===== src/common/vga_pkg.sv =====
// ##########################################################
// Types shared by the display controller, its FIFO path and
// the testbench memory model. Import where the types are used
// ##########################################################

package vga_pkg;

	// Byte address on the memory read channel
	typedef logic [31:0] bus_addr_t;

	// One framebuffer word
	// Bytes are R, G, B, A from the most significant end
	typedef logic [31:0] bus_data_t;

	// Single DAC colour channel
	typedef logic [7:0] color_t;

	// Index of a pixel within one frame
	// 19 bits covers 640 x 480
	typedef logic [18:0] pixel_count_t;

	// Burst fetch sequencer
	typedef enum logic [1:0]
	{
		// Idle until the raster enters vertical blanking
		wait_frame_start,

		// FIFO too full to take another whole burst
		wait_fifo_room,

		// Address presented, waiting for the slave
		issue_addr,

		// Collecting the words of one burst
		burst_active
	} fetch_state_t;

	// Raster state passed from the timing generator to the controller
	// All flags active high
	typedef struct packed
	{
		// One clock in two, marks a pixel slot
		logic pixel_enable;

		// Current pixel lies inside the visible area
		logic in_visible_region;

		// Single clock pulse at the start of vertical blanking
		logic new_frame;

		// Line lies inside the vertical sync pulse
		logic in_vsync;
	} raster_status_t;

endpackage


===== src/verilog/sync_fifo.sv =====
// ##########################################################
// Single clock FIFO with flush and an almost empty level.
// Head entry is visible on value_out without a pop
// ##########################################################

module sync_fifo
#(
	parameter int DATA_WIDTH = 32,
	parameter int NUM_ENTRIES = 8,
	parameter int ALMOST_EMPTY_THRESHOLD = 1
)
(
	input clk,
	input reset,
	input flush,
	input enqueue,
	input dequeue,
	input [DATA_WIDTH-1:0] value_in,
	output logic [DATA_WIDTH-1:0] value_out,
	output logic empty,
	output logic full,
	output logic almost_empty
);

	localparam int PTR_WIDTH = NUM_ENTRIES > 1 ? $clog2(NUM_ENTRIES) : 1;
	localparam int COUNT_WIDTH = $clog2(NUM_ENTRIES + 1);
	localparam logic [PTR_WIDTH-1:0] LAST_INDEX = PTR_WIDTH'(NUM_ENTRIES - 1);
	localparam logic [COUNT_WIDTH-1:0] FULL_COUNT = COUNT_WIDTH'(NUM_ENTRIES);
	localparam logic [COUNT_WIDTH-1:0] THRESHOLD_COUNT = COUNT_WIDTH'(ALMOST_EMPTY_THRESHOLD);

	logic [DATA_WIDTH-1:0] storage [NUM_ENTRIES];
	logic [PTR_WIDTH-1:0] read_ptr;
	logic [PTR_WIDTH-1:0] write_ptr;
	logic [COUNT_WIDTH-1:0] count;
	logic push;
	logic pop;

	// Wrap explicitly so any depth works, not only powers of two
	function automatic logic [PTR_WIDTH-1:0] next_index(input logic [PTR_WIDTH-1:0] index);
		if (index == LAST_INDEX)
			return '0;
		return index + 1'b1;
	endfunction

	// Requests that cannot be served are ignored
	assign push = enqueue && !full;
	assign pop = dequeue && !empty;

	always_ff @(posedge clk)
	begin
		if (push)
			storage[write_ptr] <= value_in;
	end

	always_ff @(posedge clk, posedge reset)
	begin
		if (reset)
		begin
			read_ptr <= '0;
			write_ptr <= '0;
			count <= '0;
		end
		else if (flush)
		begin
			// Flush wins over a push in the same clock
			read_ptr <= '0;
			write_ptr <= '0;
			count <= '0;
		end
		else
		begin
			if (push)
				write_ptr <= next_index(write_ptr);

			if (pop)
				read_ptr <= next_index(read_ptr);

			// Simultaneous push and pop leave the count alone
			if (push && !pop)
				count <= count + 1'b1;
			else if (pop && !push)
				count <= count - 1'b1;
		end
	end

	assign empty = count == '0;
	assign full = count == FULL_COUNT;
	assign almost_empty = count <= THRESHOLD_COUNT;

	// Head reads as zero when nothing is stored
	assign value_out = empty ? '0 : storage[read_ptr];

endmodule


===== src/vga/vga_timing_generator.sv =====
// ##########################################################
// Raster timing for the display controller. Counts pixels and
// lines and drives pixel enable, sync, blank and frame start
// ##########################################################

module vga_timing_generator
#(
	parameter int H_VISIBLE = 640,
	parameter int H_FRONT = 16,
	parameter int H_SYNC = 96,
	parameter int H_BACK = 48,
	parameter int V_VISIBLE = 480,
	parameter int V_FRONT = 10,
	parameter int V_SYNC = 2,
	parameter int V_BACK = 33
)
(
	input clk,
	input reset,
	output vga_pkg::raster_status_t status,
	output logic vga_hs,
	output logic vga_vs
);

	// Full line and frame lengths, porches included
	localparam int H_TOTAL = H_VISIBLE + H_FRONT + H_SYNC + H_BACK;
	localparam int V_TOTAL = V_VISIBLE + V_FRONT + V_SYNC + V_BACK;
	localparam int H_WIDTH = $clog2(H_TOTAL);
	localparam int V_WIDTH = $clog2(V_TOTAL);

	// Boundaries in counter width
	localparam logic [H_WIDTH-1:0] H_LAST = H_WIDTH'(H_TOTAL - 1);
	localparam logic [H_WIDTH-1:0] H_VISIBLE_END = H_WIDTH'(H_VISIBLE);
	localparam logic [H_WIDTH-1:0] H_SYNC_START = H_WIDTH'(H_VISIBLE + H_FRONT);
	localparam logic [H_WIDTH-1:0] H_SYNC_END = H_WIDTH'(H_VISIBLE + H_FRONT + H_SYNC);
	localparam logic [V_WIDTH-1:0] V_LAST = V_WIDTH'(V_TOTAL - 1);
	localparam logic [V_WIDTH-1:0] V_VISIBLE_END = V_WIDTH'(V_VISIBLE);
	localparam logic [V_WIDTH-1:0] V_SYNC_START = V_WIDTH'(V_VISIBLE + V_FRONT);
	localparam logic [V_WIDTH-1:0] V_SYNC_END = V_WIDTH'(V_VISIBLE + V_FRONT + V_SYNC);

	logic pixel_enable;
	logic [H_WIDTH-1:0] h_count;
	logic [V_WIDTH-1:0] v_count;
	logic end_of_line;
	logic visible_q;
	logic new_frame_q;
	logic hsync_active;
	logic vsync_active;

	assign end_of_line = h_count == H_LAST;

	// Pixel clock is half the system clock
	// First high cycle follows the first edge out of reset
	always_ff @(posedge clk, posedge reset)
	begin
		if (reset)
			pixel_enable <= 1'b0;
		else
			pixel_enable <= !pixel_enable;
	end

	// Position counters, starting at the top left visible pixel
	always_ff @(posedge clk, posedge reset)
	begin
		if (reset)
		begin
			h_count <= '0;
			v_count <= '0;
		end
		else if (pixel_enable)
		begin
			if (end_of_line)
			begin
				h_count <= '0;
				// Line counter steps once per line
				if (v_count == V_LAST)
					v_count <= '0;
				else
					v_count <= v_count + 1'b1;
			end
			else
				h_count <= h_count + 1'b1;
		end
	end

	// Decoded flags for the pixel the counters point at
	// Held for the whole pixel slot that follows
	always_ff @(posedge clk, posedge reset)
	begin
		if (reset)
		begin
			visible_q <= 1'b0;
			new_frame_q <= 1'b0;
			hsync_active <= 1'b0;
			vsync_active <= 1'b0;
		end
		else
		begin
			// Only one clock wide, so cleared on the next edge
			new_frame_q <= pixel_enable && h_count == '0 && v_count == V_VISIBLE_END;

			if (pixel_enable)
			begin
				visible_q <= h_count < H_VISIBLE_END && v_count < V_VISIBLE_END;
				hsync_active <= h_count >= H_SYNC_START && h_count < H_SYNC_END;
				vsync_active <= v_count >= V_SYNC_START && v_count < V_SYNC_END;
			end
		end
	end

	assign status = '{
		pixel_enable: pixel_enable,
		in_visible_region: visible_q,
		new_frame: new_frame_q,
		in_vsync: vsync_active
	};

	// DAC syncs are active low
	assign vga_hs = !hsync_active;
	assign vga_vs = !status.in_vsync;

endmodule


===== src/vga/vga_controller.sv =====
// ##########################################################
// Display controller top. Fetches the RGBA framebuffer in read
// bursts and streams pixels with raster timing to a video DAC
// ##########################################################

module vga_controller
#(
	parameter int H_VISIBLE = 640,
	parameter int H_FRONT = 16,
	parameter int H_SYNC = 96,
	parameter int H_BACK = 48,
	parameter int V_VISIBLE = 480,
	parameter int V_FRONT = 10,
	parameter int V_SYNC = 2,
	parameter int V_BACK = 33,
	parameter int BURST_LENGTH = 64,
	parameter int FIFO_DEPTH = 128,
	parameter vga_pkg::bus_addr_t FB_BASE_ADDR = 32'h10000000
)
(
	input clk,
	input reset,

	// Video DAC
	output vga_pkg::color_t vga_r,
	output vga_pkg::color_t vga_g,
	output vga_pkg::color_t vga_b,
	output logic vga_clk,
	output logic vga_blank_n,
	output logic vga_hs,
	output logic vga_vs,

	// Memory read channel
	output vga_pkg::bus_addr_t axi_araddr,
	output logic axi_arvalid,
	input axi_arready,
	input axi_rvalid,
	input vga_pkg::bus_data_t axi_rdata
);

	import vga_pkg::*;

	localparam int TOTAL_PIXELS = H_VISIBLE * V_VISIBLE;
	localparam int BEAT_WIDTH = BURST_LENGTH > 1 ? $clog2(BURST_LENGTH) : 1;

	// Pixel index at which the last burst of a frame starts
	localparam pixel_count_t LAST_BURST_START = pixel_count_t'(TOTAL_PIXELS - BURST_LENGTH);
	localparam pixel_count_t BURST_PIXELS = pixel_count_t'(BURST_LENGTH);

	// Four bytes per RGBA word
	localparam bus_addr_t BURST_BYTES = bus_addr_t'(BURST_LENGTH * 4);
	localparam logic [BEAT_WIDTH-1:0] LAST_BEAT = BEAT_WIDTH'(BURST_LENGTH - 1);

	// Burst may only start with this much free space left
	localparam int FIFO_ROOM_LEVEL = FIFO_DEPTH - BURST_LENGTH - 1;

	raster_status_t raster;
	fetch_state_t fetch_state;
	bus_addr_t fetch_addr;
	pixel_count_t pixel_count;
	logic [BEAT_WIDTH-1:0] beat_count;
	bus_data_t fifo_head;
	logic fifo_empty;
	logic fifo_almost_empty;
	logic fifo_pop;

	vga_timing_generator
	#(
		.H_VISIBLE(H_VISIBLE),
		.H_FRONT(H_FRONT),
		.H_SYNC(H_SYNC),
		.H_BACK(H_BACK),
		.V_VISIBLE(V_VISIBLE),
		.V_FRONT(V_FRONT),
		.V_SYNC(V_SYNC),
		.V_BACK(V_BACK)
	) timing_generator
	(
		.clk(clk),
		.reset(reset),
		.status(raster),
		.vga_hs(vga_hs),
		.vga_vs(vga_vs)
	);

	// One pixel leaves per visible pixel slot
	assign fifo_pop = raster.pixel_enable && raster.in_visible_region && !fifo_empty;

	// Every returned word goes straight in, room was checked before the address
	// Frame start flush lets the stream realign after an underrun
	sync_fifo
	#(
		.DATA_WIDTH($bits(bus_data_t)),
		.NUM_ENTRIES(FIFO_DEPTH),
		.ALMOST_EMPTY_THRESHOLD(FIFO_ROOM_LEVEL)
	) pixel_fifo
	(
		.clk(clk),
		.reset(reset),
		.flush(raster.new_frame),
		.enqueue(axi_rvalid),
		.dequeue(fifo_pop),
		.value_in(axi_rdata),
		.value_out(fifo_head),
		.empty(fifo_empty),
		.full(),
		.almost_empty(fifo_almost_empty)
	);

	// Burst fetch sequencer
	always_ff @(posedge clk, posedge reset)
	begin
		if (reset)
		begin
			fetch_state <= wait_frame_start;
			fetch_addr <= FB_BASE_ADDR;
			pixel_count <= '0;
			beat_count <= '0;
		end
		else
		begin
			case (fetch_state)
				wait_frame_start:
				begin
					// FIFO is flushed on the same pulse, so no room check
					if (raster.new_frame)
					begin
						fetch_state <= issue_addr;
						fetch_addr <= FB_BASE_ADDR;
						pixel_count <= '0;
					end
				end

				wait_fifo_room:
				begin
					if (fifo_almost_empty)
						fetch_state <= issue_addr;
				end

				issue_addr:
				begin
					// Address and valid hold until the slave takes them
					if (axi_arready)
					begin
						fetch_state <= burst_active;
						beat_count <= '0;
					end
				end

				burst_active:
				begin
					// Gaps between words just stall the beat count
					if (axi_rvalid)
					begin
						if (beat_count == LAST_BEAT)
						begin
							beat_count <= '0;
							if (pixel_count == LAST_BURST_START)
								fetch_state <= wait_frame_start;
							else
							begin
								// Go again at once if the FIFO already has room
								if (fifo_almost_empty)
									fetch_state <= issue_addr;
								else
									fetch_state <= wait_fifo_room;

								fetch_addr <= fetch_addr + BURST_BYTES;
								pixel_count <= pixel_count + BURST_PIXELS;
							end
						end
						else
							beat_count <= beat_count + 1'b1;
					end
				end

				default:
					fetch_state <= wait_frame_start;
			endcase
		end
	end

	assign axi_arvalid = fetch_state == issue_addr;
	assign axi_araddr = fetch_addr;

	// Pixel enable doubles as the DAC clock
	assign vga_clk = raster.pixel_enable;
	assign vga_blank_n = raster.in_visible_region;

	// Upper three bytes are colour, alpha is dropped
	assign vga_r = fifo_head[31:24];
	assign vga_g = fifo_head[23:16];
	assign vga_b = fifo_head[15:8];

endmodule


===== config.mk =====
export PLATFORM = sky130hd
export DESIGN_NAME = vga_controller
export DESIGN_NICKNAME = d
export VERILOG_FILES = /design/src/common/vga_pkg.sv /design/src/verilog/sync_fifo.sv /design/src/vga/vga_timing_generator.sv /design/src/vga/vga_controller.sv
export SDC_FILE = /design/constraint.sdc
export NUM_CORES = 2
export LEC_CHECK = 0
export BUFFER_PORTS_ARGS = -buffer_cell sky130_fd_sc_hd__buf_2
export CAP_MARGIN = 0
export CORE_MARGIN = 5
export CORE_UTILIZATION = 35
export CTS_CLUSTER_DIAMETER = 30
export DETAILED_ROUTE_END_ITERATION = 12
export PLACE_DENSITY_LB_ADDON = 0.05
export SLEW_MARGIN = 20
export SYNTH_ARGS = -nofsm -noshare
export SYNTH_HDL_FRONTEND = slang
export SYNTH_SLANG_ARGS = --single-unit

===== constraint.sdc =====
create_clock -name clk -period 5.7 [get_ports clk]
set_input_delay 0.57 -clock clk [delete_from_list [all_inputs] [get_ports clk]]
set_output_delay 0.57 -clock clk [all_outputs]
set_load 0.02 [all_outputs]

==> metrics <==
Worst EP arrival=5.11 ns; WHS Path Cells=1; Nets=6939; IO buf count=80; Finished Cell Area=between 150000 and 200000 um2; Ys Warns=0; Tightest Hold Check Type=input port to register; dpl cells=~11000; drc violations=0; first drt pass iteration count=6; clk_lat worst skew=between 1 and 1.5 ns; Post-Synthesis Cells=just under 6000; fraction of layout cells with a size suffix above 1=about a third; row cnt=between 200 and 250; final wirelength=between 400 and 500 mm; leading post-synthesis cells by cell area=edfxtp_1 75%, mux4_2 11%, mux2i_1 2.8%; Clock Tree Buf Depth=4; worst reg2reg path endpoint=pixel_fifo.count[7]$_DFFE_PP0P_; I/O pin count=97; clock sink total=3164; Routed Antenna Nets=0; Leakage=~55 nW; final hold viol count=0; relative slew slack=18.72%; run status=complete, no violations; CTS root buf=clkbuf_16; via count=around 66000; min-delay src=axi_rdata[8]; DIE AREA=~370000 um2; CTS tree=done; Synth Area per Inst=roughly 21 um2; worst r2r src=pixel_fifo.count[2]$_DFFE_PP0P_; placed cell area=~130000 um2; largest net degree at the start of global routing=96; max-slew violation count=0; skew final=0.07350 ns; crit path launch type=register; fin crit share=between 90% and 100%; Async SR Flop Fraction=approximately 2.9%; all-layer global routing usage=a little over a fifth; Worst Slack Setup Final=about 0.020 ns; P&R area growth vs syn=28.59%; Crit. End Element=output pin; dpl ws=between 0.2 and 0.25 ns; critical path peak fanout=18; drt initial violations=~6100; chip height=around 600 um; Slew @ Worst Pin=approximately 1.2 ns; first-pass GRT wire length=559.3 mm; vias in the first global route=approximately 68000; RSZ-0062 raised after global routing=false; area leader, netlist=edfxtp_1; Hold WS=0.07933 ns; worst-case vdd ir drop=slightly above 0.3 mV; critical path class=register to output pin; Synth top area share=approximately three quarters; MaxCap Viol Count=0; routed len/inst=33.15 um; FF-to-FF path depth=10; Vias per Instance=roughly 5.3; die span in x=a little over 600 um; #FFs+latches synth=~3200; TritonCTS buffer count=~760; Final GP Congestion=roughly 0.8; H-tree Lvls=6; Clock Pin Slew Worst Setup and Hold Paths=~0.05 ns; register area share after synthesis=76.38%; post-route non-filler standard cell count=between 10000 and 15000; EDFF count, synth=~3100; initial core utilization=between 30% and 40%; prevailing post-synth register cell=edfxtp_1; final setup violation count=0; Core ar.=approximately 350000 um2; total power=~89 mW; grt total ovfl=0; Max Fclk=between 0.15 and 0.2 GHz; Worst Path Required=about 5 ns; post-synth cell types=94; Post-DP HPWL=between 200 and 250 mm; reg-to-reg slack, setup=between 1.5 and 2 ns; worst hold path endpoint=pixel_fifo.storage[36][8]$_DFFE_PP_; PD cells=~560 nW/um2; crit path time final=between 5 and 6 ns; mapped cell area=123800 um2; antenna violations before repair=29
## placed cells by master, fill, tap and decap left out, types with 103 or more instances in the layout
| cell type | netlist | layout |
|---|---|---|
| a22oi_1 | 103 | 103 |
| buf_4 | 24 | 406 |
| bufinv_16 | 0 | 117 |
| clkbuf_1 | 105 | 103 |
| clkbuf_16 | 0 | 766 |
| clkinv_1 | 1 | 132 |
| clkinv_2 | 0 | 148 |
| edfxtp_1 | 3072 | 3072 |
| mux2i_1 | 343 | 343 |
| mux4_2 | 594 | 594 |
| nand2_1 | 159 | 157 |
| nor2_1 | 251 | 121 |
| nor2_4 | 0 | 104 |
## worst max-delay path by stage
stage | startpoint | endpoint | slack (ns) | depth (start not counted)
6_report | pixel_fifo.read_ptr[0]$_DFFE_PP0P_ | vga_g[3] | 0.02 | 11
5_1_grt | pixel_fifo.read_ptr[0]$_DFFE_PP0P_ | vga_b[6] | 0.001 | 13
4_1_cts | pixel_fifo.read_ptr[0]$_DFFE_PP0P_ | vga_g[3] | -0.01 | 11
3_5_place_dp | pixel_fifo.read_ptr[0]$_DFFE_PP0P_ | vga_r[5] | 0.23 | 11
3_3_place_gp | pixel_fifo.read_ptr[0]$_DFFE_PP0P_ | vga_r[2] | -0.12 | 9
2_1_floorplan | pixel_fifo.read_ptr[0]$_DFFE_PP0P_ | vga_g[4] | 2.59 | 11
## stage by stage
step	util [%]	TNS, ns
global placement	37.51	-0.1161
finish	45.17	0
floorplan	-	0
global route	45.16	0
detailed placement	37.58	0
CTS	45.14	-0.01249
## state kept, by name, summed over array words and instances, names as in the netlist
register	flops
timing_generator.hsync_active	1
pixel_fifo.count	8
timing_generator.h_count	10
timing_generator.pixel_enable	1
axi_araddr	24
timing_generator.vsync_active	1
pixel_count	13
pixel_fifo.read_ptr	7
pixel_fifo.write_ptr	7
fetch_state	2
timing_generator.new_frame_q	1
pixel_fifo.storage	3072
beat_count	6
timing_generator.v_count	10
timing_generator.visible_q	1
## layer usage
metal  global-route usage [%]  routed length, um
met2                    36.15             199000
met4                    5.986              10060
met5                        0                 27
met1                    29.86             176000
met3                    3.851              22160
## cell type report
| class | count | area [um2] |
|---|---|---|
| antenna | 15 | 37.54 |
| clock buffer | 879 | 19690 |
| clock inverter | 532 | 6521 |
| fill | 30310 | 193200 |
| inverter | 22 | 97.59 |
| multi-input combinational | 2406 | 27610 |
| sequential | 3164 | 94570 |
| tap | 4730 | 5918 |
| timing repair buffer | 535 | 4731 |
## where the power goes
group | switching, mW | internal [mW] | total, mW
clock | 13.6 | 29.9 | 43.5
sequential | 0.322 | 26.1 | 26.4
combinational | 12.4 | 6.70 | 19.1
total | 26.4 | 62.7 | 89.0
## Yosys cell counts, types with 52 or more instances
cell type and instances:
edfxtp_1 3072, mux4_2 594, mux2i_1 343, nor2_1 251, nand2_1 159, clkbuf_1 105
a22oi_1 103, a21oi_1 99, dfrtp_1 91, o21ai_0 90, buf_2 83, o221ai_1 63
a221oi_1 62, buf_6 61, o22ai_1 52
## worst max-delay path, stage by stage (launching register included)
cell and delay, ns:
dfrtp_4 0.45, buf_4 0.25, buf_16 0.23, buf_6 0.26, mux4_2 0.54, mux2i_1 0.35
o211ai_1 0.37, a222oi_1 0.91, buf_4 0.27, a41oi_1 0.05, buf_4 0.22, buf_2 0.16
## what timing repair did
item	CTS	global route
gates resized for setup	30	2
endpoints found under the setup margin	24	3
hold buffers	7	0
gates cloned	1	0
endpoints found under the hold margin	119	0
pin swaps	5	1
buffers inserted	16	0
## kinds of logic after synthesis
logic type,share of synthesized area [%]
adder cells (fa/ha/maj),0.1678
multiplexers,14.39
buffers and inverters,2.158
XOR/XNOR,0.3750
flip-flops,76.38
AO/OA/AOI/OAI,4.050
AND/OR/NAND/NOR,2.474
other,0.003029
Power figures use the tool's default switching activity.
